$ cat src/vic_regs_pkg.sv
// ========================================
// Host-side register map of the video controller
// Holds the addresses of the active registers and the structs that
// the register file decodes them into
// ========================================
package vic_regs_pkg;

  // Size of the host register file, addressed by a 6-bit bus
  localparam int reg_count = 64;

  // Addresses of the registers that have a meaning in this design
  localparam logic [5:0] reg_addr_ctrl    = 6'd17;
  localparam logic [5:0] reg_addr_spr_en  = 6'd21;
  localparam logic [5:0] reg_addr_mem_ptr = 6'd24;
  localparam logic [5:0] reg_addr_border  = 6'd32;

  // Bit positions inside the control register
  localparam int ctrl_den_bit = 4;
  localparam int ctrl_bmm_bit = 5;

  // Decoded control register
  typedef struct packed {
    logic den;  // Display enable
    logic bmm;  // Bitmap mode, text mode when clear
  } ctrl_t;

  // Decoded memory pointers
  typedef struct packed {
    // Video matrix base in 1 KiB steps
    logic [3:0] vm_base;
    // Character base in 2 KiB steps
    logic [2:0] cb_base;
  } mem_ptr_t;

  // One write cycle on the host bus
  typedef struct packed {
    logic       we;
    logic [5:0] adr;
    logic [7:0] dat;
  } host_wr_t;

endpackage

$ cat src/vic_video_pkg.sv
// ========================================
// Raster timing and the data types of the video path
// Shared by the raster timer, the fetch stage and the pixel stage
// ========================================
package vic_video_pkg;

  // ========================================
  // Screen geometry
  // ========================================

  // Characters per line and character rows per frame
  localparam int cols      = 4;
  localparam int char_rows = 2;

  // Horizontal timing in clocks, one pixel per clock
  localparam int h_total     = 48;
  localparam int h_visible   = cols * 8;
  localparam int hsync_start = 36;
  localparam int hsync_len   = 4;

  // Vertical timing in lines
  localparam int v_total    = 20;
  localparam int v_visible  = char_rows * 8;
  localparam int vsync_line = 18;

  // Item buffer depth in the pixel stage, equal to the credit count
  localparam int fifo_depth = 4;

  // Derived counter widths
  localparam int col_w    = $clog2(cols);
  localparam int ptr_w    = $clog2(fifo_depth);
  localparam int credit_w = $clog2(fifo_depth + 1);

  // ========================================
  // Data types
  // ========================================

  // Matrix word seen as a character code with its foreground colour
  typedef struct packed {
    logic [3:0] colour;
    logic [7:0] char_code;
  } text_view_t;

  // Matrix word seen as eight bitmap pixels with their colour
  typedef struct packed {
    logic [3:0] colour;
    logic [7:0] bits;
  } bitmap_view_t;

  // The same 12-bit memory word, decoded by display mode
  typedef union packed {
    text_view_t   text;
    bitmap_view_t bitmap;
  } matrix_word_u;

  // One character cell worth of pixels, sent from fetch to pixel stage
  typedef struct packed {
    logic [7:0] bits;
    logic [3:0] colour;
    logic [5:0] x;
    logic [4:0] y;
  } fetch_item_t;

  // One output pixel with its screen position
  typedef struct packed {
    logic       valid;
    logic [5:0] x;
    logic [4:0] y;
    logic [3:0] colour;
  } pixel_t;

endpackage

$ cat src/vic_fetch_stage.sv
// ========================================
// Fetch stage for one line of character cells
// Reads matrix and glyph words from video memory and hands one item
// per cell to the pixel stage, spending a credit for every item sent
// ========================================
`timescale 1ns/1ps

module vic_fetch_stage (
  input  logic                       clk,
  input  logic                       rst,
  input  vic_regs_pkg::ctrl_t        ctrl,
  input  vic_regs_pkg::mem_ptr_t     mem_ptr,
  input  logic                       line_start,
  input  logic [4:0]                 vcount,
  output logic [13:0]                mem_adr,
  output logic                       mem_rd,
  input  logic [11:0]                mem_dat,
  output vic_video_pkg::fetch_item_t item,
  output logic                       item_valid,
  input  logic                       credit
);
  import vic_video_pkg::*;

  // Matrix read, its data cycle, glyph read and its data cycle
  typedef enum logic [2:0] {
    st_idle,
    st_mat,
    st_mat_w,
    st_gly,
    st_gly_w
  } state_t;

  state_t              state;
  logic [col_w-1:0]    col;
  logic [4:0]          line_y;
  logic [credit_w-1:0] credits;
  matrix_word_u        mat_in;
  matrix_word_u        mat_q;
  logic [13:0]         mat_adr;
  logic [13:0]         glyph_adr;
  logic                wait_credit;
  logic                send;

  // Read data arrives one clock after the read strobe
  assign mat_in = mem_dat;

  // ========================================
  // Address generation
  // ========================================

  // Matrix cell for this row and column, row being line_y / 8
  assign mat_adr = {mem_ptr.vm_base, 10'd0} + 14'(line_y[4:3] * cols + col);

  // Glyph line: base * 2048 + code * 8 + line within the cell
  assign glyph_adr = {mem_ptr.cb_base, mat_q.text.char_code, line_y[2:0]};

  // Without a credit the stage parks in st_mat with the address held
  assign wait_credit = (state == st_mat) && (credits == '0);

  assign mem_rd  = ((state == st_mat) && !wait_credit) || (state == st_gly);
  assign mem_adr = (state == st_gly) ? glyph_adr : mat_adr;

  // Bitmap cells finish on the matrix data, text cells on the glyph data
  assign send = ((state == st_mat_w) && ctrl.bmm) || (state == st_gly_w);

  // ========================================
  // Credit counter
  // ========================================

  // A returned credit and a spent one in the same clock cancel out
  always_ff @(posedge clk) begin
    if (rst) begin
      credits <= credit_w'(fifo_depth);
    end else if (send && !credit) begin
      credits <= credits - 1'b1;
    end else if (credit && !send) begin
      credits <= credits + 1'b1;
    end
  end

  // ========================================
  // Sequencer
  // ========================================

  always_ff @(posedge clk) begin
    if (rst) begin
      state      <= st_idle;
      col        <= '0;
      line_y     <= '0;
      item_valid <= 1'b0;
    end else begin
      item_valid <= send;
      case (state)
        st_idle: begin
          // The line is latched so a vcount change cannot split a row
          if (line_start && ctrl.den) begin
            line_y <= vcount;
            col    <= '0;
            state  <= st_mat;
          end
        end
        st_mat: begin
          if (!wait_credit) begin
            state <= st_mat_w;
          end
        end
        st_mat_w: state <= st_gly;
        st_gly:   state <= st_gly_w;
        default:  state <= st_idle;
      endcase
      // Sending a cell moves on to the next column or ends the line
      if (send) begin
        col   <= col + 1'b1;
        state <= (col == col_w'(cols - 1)) ? st_idle : st_mat;
      end
    end
  end

  // ========================================
  // Item payload
  // ========================================

  always_ff @(posedge clk) begin
    if (state == st_mat_w) begin
      mat_q <= mat_in;
    end
    if (send) begin
      item.x <= 6'({col, 3'b000});
      item.y <= line_y;
      // Glyph line and bitmap bits both sit in the low byte of the read word
      item.bits <= mem_dat[7:0];
      if (state == st_gly_w) begin
        // Colour of the matrix word read before the glyph
        item.colour <= mat_q.text.colour;
      end else begin
        item.colour <= mat_in.bitmap.colour;
      end
    end
  end

endmodule

$ cat src/vic_pixel_stage.sv
// ========================================
// Pixel stage with its item buffer and shifter
// Buffers items from the fetch stage, returns a credit per pop and
// shifts each item out as eight pixels, or draws border when blanked
// ========================================
`timescale 1ns/1ps

module vic_pixel_stage (
  input  logic                       clk,
  input  logic                       rst,
  input  vic_video_pkg::fetch_item_t item,
  input  logic                       item_valid,
  output logic                       credit,
  input  logic [3:0]                 border,
  input  vic_regs_pkg::ctrl_t        ctrl,
  input  logic [5:0]                 hcount,
  input  logic [4:0]                 vcount,
  output vic_video_pkg::pixel_t      pix
);
  import vic_video_pkg::*;

  fetch_item_t         fifo_mem [fifo_depth];
  logic [ptr_w-1:0]    wr_ptr;
  logic [ptr_w-1:0]    rd_ptr;
  logic [credit_w-1:0] count;
  logic                pop;
  // Item being shifted out, its bits move towards the MSB
  fetch_item_t         sh;
  logic [2:0]          sh_idx;
  logic [3:0]          sh_left;
  logic                visible;

  // Next item loads while the last pixel of the current one goes out
  assign pop = (count != '0) && (sh_left <= 4'd1);

  // Beam inside the active picture area
  assign visible = (hcount < 6'(h_visible)) && (vcount < 5'(v_visible));

  // ========================================
  // Item buffer
  // ========================================

  // Credits bound the fill level, so there is no full check here
  always_ff @(posedge clk) begin
    if (item_valid) begin
      fifo_mem[wr_ptr] <= item;
    end
  end

  always_ff @(posedge clk) begin
    if (rst) begin
      wr_ptr <= '0;
      rd_ptr <= '0;
      count  <= '0;
    end else begin
      if (item_valid) begin
        wr_ptr <= wr_ptr + 1'b1;
      end
      if (pop) begin
        rd_ptr <= rd_ptr + 1'b1;
      end
      case ({item_valid, pop})
        2'b10:   count <= count + 1'b1;
        2'b01:   count <= count - 1'b1;
        default: count <= count;
      endcase
    end
  end

  // ========================================
  // Shifter
  // ========================================

  always_ff @(posedge clk) begin
    if (rst) begin
      sh_left <= '0;
      sh_idx  <= '0;
    end else if (pop) begin
      sh_left <= 4'd8;
      sh_idx  <= '0;
    end else if (sh_left != '0) begin
      sh_left <= sh_left - 4'd1;
      sh_idx  <= sh_idx + 3'd1;
    end
  end

  always_ff @(posedge clk) begin
    if (pop) begin
      sh <= fifo_mem[rd_ptr];
    end else if (sh_left != '0) begin
      sh.bits <= {sh.bits[6:0], 1'b0};
    end
  end

  // ========================================
  // Pixel output and credit return
  // ========================================

  always_ff @(posedge clk) begin
    if (rst) begin
      pix    <= '0;
      credit <= 1'b0;
    end else begin
      credit <= pop;
      if (ctrl.den) begin
        // A set bit takes the cell colour, a clear bit is colour 0
        pix.valid  <= (sh_left != '0);
        pix.x      <= sh.x + 6'(sh_idx);
        pix.y      <= sh.y;
        pix.colour <= sh.bits[7] ? sh.colour : 4'd0;
      end else begin
        // Display off: the whole visible area shows the border colour
        pix.valid  <= visible;
        pix.x      <= hcount;
        pix.y      <= vcount;
        pix.colour <= border;
      end
    end
  end

endmodule

$ cat src/vic_raster_timer.sv
// ========================================
// Raster timer with the beam position counters
// Produces hsync, vsync and a pulse at the start of each visible line,
// all decoded from the same counters so they line up with hcount
// ========================================
`timescale 1ns/1ps

module vic_raster_timer (
  input  logic       clk,
  input  logic       rst,
  output logic [5:0] hcount,
  output logic [4:0] vcount,
  output logic       hsync,
  output logic       vsync,
  output logic       line_start
);
  import vic_video_pkg::*;

  logic h_last;
  logic v_last;

  // Last clock of a line and last line of a frame
  assign h_last = (hcount == 6'(h_total - 1));
  assign v_last = (vcount == 5'(v_total - 1));

  // ========================================
  // Beam counters
  // ========================================

  // The horizontal counter runs every clock and carries into vcount
  always_ff @(posedge clk) begin
    if (rst) begin
      hcount <= '0;
      vcount <= '0;
    end else if (h_last) begin
      hcount <= '0;
      if (v_last) begin
        vcount <= '0;
      end else begin
        vcount <= vcount + 5'd1;
      end
    end else begin
      hcount <= hcount + 6'd1;
    end
  end

  // ========================================
  // Sync and line decode
  // ========================================

  // hsync covers four clocks in the right blanking interval
  assign hsync = (hcount >= 6'(hsync_start)) &&
                 (hcount < 6'(hsync_start + hsync_len));

  // vsync is a whole line in the bottom blanking interval
  assign vsync = (vcount == 5'(vsync_line));

  // Fetching for a line begins at its first clock, visible lines only
  assign line_start = (hcount == 6'd0) && (vcount < 5'(v_visible));

endmodule

$ cat src/vic_reg_file.sv
// ========================================
// Host register file of the video controller
// Stores all 64 bytes written by the host and presents the control,
// memory pointer and border fields as decoded structs
// ========================================
`timescale 1ns/1ps

module vic_reg_file (
  input  logic                   clk,
  input  logic                   rst,
  input  vic_regs_pkg::host_wr_t host,
  output vic_regs_pkg::ctrl_t    ctrl,
  output vic_regs_pkg::mem_ptr_t mem_ptr,
  output logic [3:0]             border
);
  import vic_regs_pkg::*;

  // Raw register contents, one byte per address
  logic [7:0] regs [reg_count];

  // ========================================
  // Host writes
  // ========================================

  // A write lands on the edge where we is high, with no wait state
  always_ff @(posedge clk) begin
    if (rst) begin
      for (int i = 0; i < reg_count; i++) begin
        regs[i] <= 8'h00;
      end
    end else if (host.we) begin
      regs[host.adr] <= host.dat;
    end
  end

  // ========================================
  // Field decode
  // ========================================

  // Only the bits that the video path uses are pulled out here
  // Every other address, including the sprite enable byte, is just kept
  always_comb begin
    ctrl.den = regs[reg_addr_ctrl][ctrl_den_bit];
    ctrl.bmm = regs[reg_addr_ctrl][ctrl_bmm_bit];
  end

  // Upper nibble selects the matrix, bits 3:1 the character set
  always_comb begin
    mem_ptr.vm_base = regs[reg_addr_mem_ptr][7:4];
    mem_ptr.cb_base = regs[reg_addr_mem_ptr][3:1];
  end

  // The border colour uses the low nibble only
  assign border = regs[reg_addr_border][3:0];

endmodule

$ cat src/vic_top.sv
// ========================================
// Top level of the raster video controller
// Joins the register file, raster timer, fetch stage and pixel stage;
// the host bus and the video memory port are the only external links
// ========================================
`timescale 1ns/1ps

module vic_top (
  input  logic                   clk,
  input  logic                   rst,
  input  vic_regs_pkg::host_wr_t host,
  output logic [13:0]            mem_adr,
  output logic                   mem_rd,
  input  logic [11:0]            mem_dat,
  output logic                   hsync,
  output logic                   vsync,
  output vic_video_pkg::pixel_t  pix
);
  import vic_regs_pkg::*;
  import vic_video_pkg::*;

  // Decoded register fields
  ctrl_t       ctrl;
  mem_ptr_t    mem_ptr;
  logic [3:0]  border;

  // Beam position and line start from the timer
  logic [5:0]  hcount;
  logic [4:0]  vcount;
  logic        line_start;

  // Credit-controlled link between fetch and pixel stage
  fetch_item_t item;
  logic        item_valid;
  logic        credit;

  vic_reg_file u_reg_file (
    .clk     (clk),
    .rst     (rst),
    .host    (host),
    .ctrl    (ctrl),
    .mem_ptr (mem_ptr),
    .border  (border)
  );

  vic_raster_timer u_raster_timer (
    .clk        (clk),
    .rst        (rst),
    .hcount     (hcount),
    .vcount     (vcount),
    .hsync      (hsync),
    .vsync      (vsync),
    .line_start (line_start)
  );

  vic_fetch_stage u_fetch_stage (
    .clk        (clk),
    .rst        (rst),
    .ctrl       (ctrl),
    .mem_ptr    (mem_ptr),
    .line_start (line_start),
    .vcount     (vcount),
    .mem_adr    (mem_adr),
    .mem_rd     (mem_rd),
    .mem_dat    (mem_dat),
    .item       (item),
    .item_valid (item_valid),
    .credit     (credit)
  );

  vic_pixel_stage u_pixel_stage (
    .clk        (clk),
    .rst        (rst),
    .item       (item),
    .item_valid (item_valid),
    .credit     (credit),
    .border     (border),
    .ctrl       (ctrl),
    .hcount     (hcount),
    .vcount     (vcount),
    .pix        (pix)
  );

endmodule

$ cat config.mk
export PLATFORM = sky130hd
export DESIGN_NAME = vic_top
export DESIGN_NICKNAME = d
export VERILOG_FILES = /design/src/vic_regs_pkg.sv /design/src/vic_video_pkg.sv /design/src/vic_fetch_stage.sv /design/src/vic_pixel_stage.sv /design/src/vic_raster_timer.sv /design/src/vic_reg_file.sv /design/src/vic_top.sv
export SDC_FILE = /design/constraint.sdc
export NUM_CORES = 1
export LEC_CHECK = 0
export BUFFER_PORTS_ARGS = -buffer_cell sky130_fd_sc_hd__buf_4
export CORE_MARGIN = 3
export CORE_UTILIZATION = 45
export CTS_CLUSTER_SIZE = 10
export DETAILED_ROUTE_END_ITERATION = 8
export SYNTH_ARGS = -nofsm -noshare
export SYNTH_HDL_FRONTEND = slang
export SYNTH_HIERARCHICAL = 1
export SYNTH_SLANG_ARGS = --single-unit
$ cat constraint.sdc
create_clock -name clk -period 3.35 [get_ports clk]
set_clock_uncertainty 0.2 [all_clocks]
set_input_delay 0.1675 -clock clk [delete_from_list [all_inputs] [get_ports clk]]
set_output_delay 0.1675 -clock clk [all_outputs]
set_load 0.005 [all_outputs]
==> out/results.txt <==
Status: complete, no violations
Final wirelength: 16.86 mm
H-tree levels: 1
CP Depth: 10
FF-to-FF setup slack: 680 ps
Total Power: 6.299 mW
Initial core utilization: 46.25%
Critical-path cell list: buf_4, or3b_1, and2_4, inv_2, ha_1, inv_1, fa_1, xor2_1, or3_1, nand3_1
# setup viols final: 0
Max Slew Vio Count: 0
Clock network power share: 39.7%
Worst-path clk slew: 50 ps
Critical path launch point type: flip-flop
Overflow after GRT: 0
Crit-path slowest cell: or3b_1
Yosys warning count: 6
Syn Inst Count: 574
First-pass GRT wire length: 27.44 mm
DR vias: 4,923
CTS root buffer: clkbuf_16
Routed WL per cell: 17.61 um
Via count of the first global-routing pass: 5,189
Share of cells above drive strength 1: 22.53%
RR Endpoint: u_fetch_stage/credits[2]
Min Tclk post-route: 2669 ps
Reg2Reg Launch Point: u_fetch_stage/state[1]
Setup crit end kind: flip-flop
Post-synth EDFFs: 159
Commonest cells after routing, fill and taps aside: edfxtp_1, buf_4, dfxtp_1, nor2_1, inv_1
Worst EP arrival: 2910 ps
Critical Path Source: u_fetch_stage/state[1]
Synth area leader: edfxtp_1
Area Overhead vs Synth: 20.32%
Setup TNS: 0 ps
FF+latch count, synth: 217
Io pins: 62
Psw: 1.416 mW
Crit-path max FO: 18
CP peak stage delay: 510 ps
All-layer global routing usage: 16.03%
Unrepaired setup endpoints after global routing: false
Post-synth top area share: 54.64%
Cell-internal power: 4.884 mW
Commonest non-fill, non-tap cell in the layout: edfxtp_1
Core Region: 0.01889 mm2
DR DRC count: 0
CTS buffer count: 26
Share of power burned in registers: 49.9%
Register area share after synthesis: 67.93%
Area contributors post-synth: edfxtp_1, dfxtp_1, mux4_2
Remaining antenna violation count: 0
Post-CTS Resized: 0
CTS tree: built
Top Family by Delay on Critical Path: simple AND/OR/NAND/NOR gates
Top FF cell, synth: edfxtp_1
Max_cap viols: 0
Die extent in y: 145.4 um
Worst r2r path cells: 10
Hpwl dp: 10.89 mm
Std-Cell Rows: 50
Mean post-synth cell area: 15.22 um2
Vias/cell: 5.144
Port buffer count: 61
Power Dens Cells: 599.1 mW/mm2
Achievable Freq: 374.7 MHz
Worst min path class: primary input to flip-flop
Async S/R FF share, synth: 0%
Pin count of the biggest net entering global routing: 63
DR pass1 iterations: 4
Die width: 145.4 um
DR iter-0 viols: 220
CTS sink count: 217
Yosys cell types: 66
Switching Share: 22.47%
Slew @ Worst Pin: 914.9 ps
Worst vdd ir: 0.0004689 V
Total Nets Final: 727
Initial antenna violation count: 0
Final period util: 79.67%
Synthesized area: 0.008738 mm2
CP Buf/Inv Count: 3
Hold Slack: 34.23 ps
CP Capture Point: u_fetch_stage/credits[2]
Antenna cells: 0
WS Path Type: flip-flop to flip-flop
RePlAce Congestion: 0.7547
Endpoints failing hold: 0
Slew headroom: 38.74%
Die area: 0.02113 mm2
Maximum clock path buffer count: 3
Leak pwr: 3.713 nW
Combinational power share: 10.4%
Skew-Pair Late Insertion Delay: 510 ps
Critical Path RT: 3590 ps
==> cells in the mapped netlist (all sizes together), types with 4 or more instances <==
| cell | number |
|---|---|
| nand2 | 18 |
| and2 | 8 |
| o21bai | 4 |
| buf | 17 |
| mux4 | 23 |
| o21ai | 17 |
| nor2 | 32 |
| and3 | 7 |
| xor2 | 6 |
| mux2 | 17 |
| nor2b | 8 |
| or3 | 10 |
| dfxtp | 58 |
| clkbuf | 13 |
| nand2b | 8 |
| ha | 18 |
| nor3 | 24 |
| a21oi | 20 |
| nand3 | 14 |
| inv | 31 |
| xnor2 | 6 |
| or4 | 4 |
| mux2i | 10 |
| edfxtp | 159 |
==> worst register-to-register path, cell delays in order, from the launching register on <==
cell and delay, ps:
dfxtp_1 290, buf_4 180, or3b_1 510, and2_4 220, inv_2 60, ha_1 170
inv_1 60, fa_1 370, xor2_1 160, or3_1 310, nand3_1 80
==> through the flow <==
step | area [um2] | utilization [%] | instances | worst slack, ps
after floorplan | 8750 | - | 577 | 618.1
after global placement | 9464 | 50.09 | 881 | 749.8
after detailed placement | 9464 | 50.09 | 881 | 684.4
after CTS | 10510 | 55.65 | 957 | 658.4
after global routing | 10510 | 55.65 | 957 | 574.2
final | 10510 | 55.65 | 957 | 681.0
==> how the worst min path moves through the flow <==
stage	start	end	slack (ps)	cells after the start
6_report	host[12]	u_reg_file/regs[17][4]	30	3
5_1_grt	host[12]	u_reg_file/regs[17][4]	40	3
4_1_cts	host[12]	u_reg_file/regs[17][4]	10	3
3_5_place_dp	mem_dat[0]	u_fetch_stage/mat_q[0]	160	1
3_3_place_gp	mem_dat[2]	u_fetch_stage/mat_q[2]	150	1
2_1_floorplan	mem_dat[0]	u_fetch_stage/item[15]	70	0
==> per-layer routing <==
| layer | GRT usage [%] | up-vias | routed length [um] | part of all wire (%) |
|---|---|---|---|---|
| met3 | 2.865 | 28 | 917 | 5.4 |
| met5 | 0 | - | 0 | 0 |
| met1 | 22.10 | 2429 | 7506 | 45 |
| met4 | 5.508 | 0 | 398 | 2.4 |
| met2 | 25.96 | 120 | 8034 | 48 |
| li1 | - | 2346 | - | - |
==> final cells by class <==
class	instances	area, um2
fillers	1532	8379
flip-flops and latches	217	5936
multi-input cells	298	2510
repair buffers	102	848.3
clock buffers	47	760.7
well taps	260	325.3
inverters	32	125.1
clock inverters	1	8.758
==> state kept, by name, indices dropped and copies added, names as in the netlist, named ones only <==
register,flops
u_raster_timer/vcount,5
u_pixel_stage/pix,16
u_pixel_stage/fifo_mem,92
u_pixel_stage/sh,23
u_fetch_stage/line_y,5
u_pixel_stage/sh_left,4
u_fetch_stage/item_valid,1
u_fetch_stage/item,19
u_pixel_stage/wr_ptr,2
u_pixel_stage/sh_idx,3
u_fetch_stage/col,2
u_fetch_stage/mat_q,12
u_reg_file/regs,13
u_raster_timer/hcount,6
u_pixel_stage/credit,1
u_pixel_stage/rd_ptr,2
u_fetch_stage/state,3
u_fetch_stage/credits,3
u_pixel_stage/count,3
==> power groups by stage <==
stage,Clock (mW),Sequential (mW),Combinational (mW)
after CTS,2.56,3.14,0.661
after floorplan,0,3.16,0.470
after global routing,2.68,3.16,0.738
after detailed placement,0,3.20,0.634
final,2.50,3.14,0.657
after global placement,0,3.19,0.613
==> cell families after synthesis <==
| group | synth area share [%] |
|---|---|
| other | 0.04291 |
| AND/OR/NAND/NOR | 10.20 |
| flip-flops | 67.93 |
| AO/OA/AOI/OAI | 4.482 |
| multiplexers | 9.350 |
| buffers and inverters | 3.537 |
| XOR/XNOR | 1.203 |
| adder cells (fa/ha/maj) | 3.265 |
==> what timing repair did <==
action / CTS / global route
endpoints found under the setup margin: 0 / 0
setup buffers: 0 / 0
hold buffers: 28 / 0
endpoints found under the hold margin: 37 / 0
(Power assumes the default switching activity.)
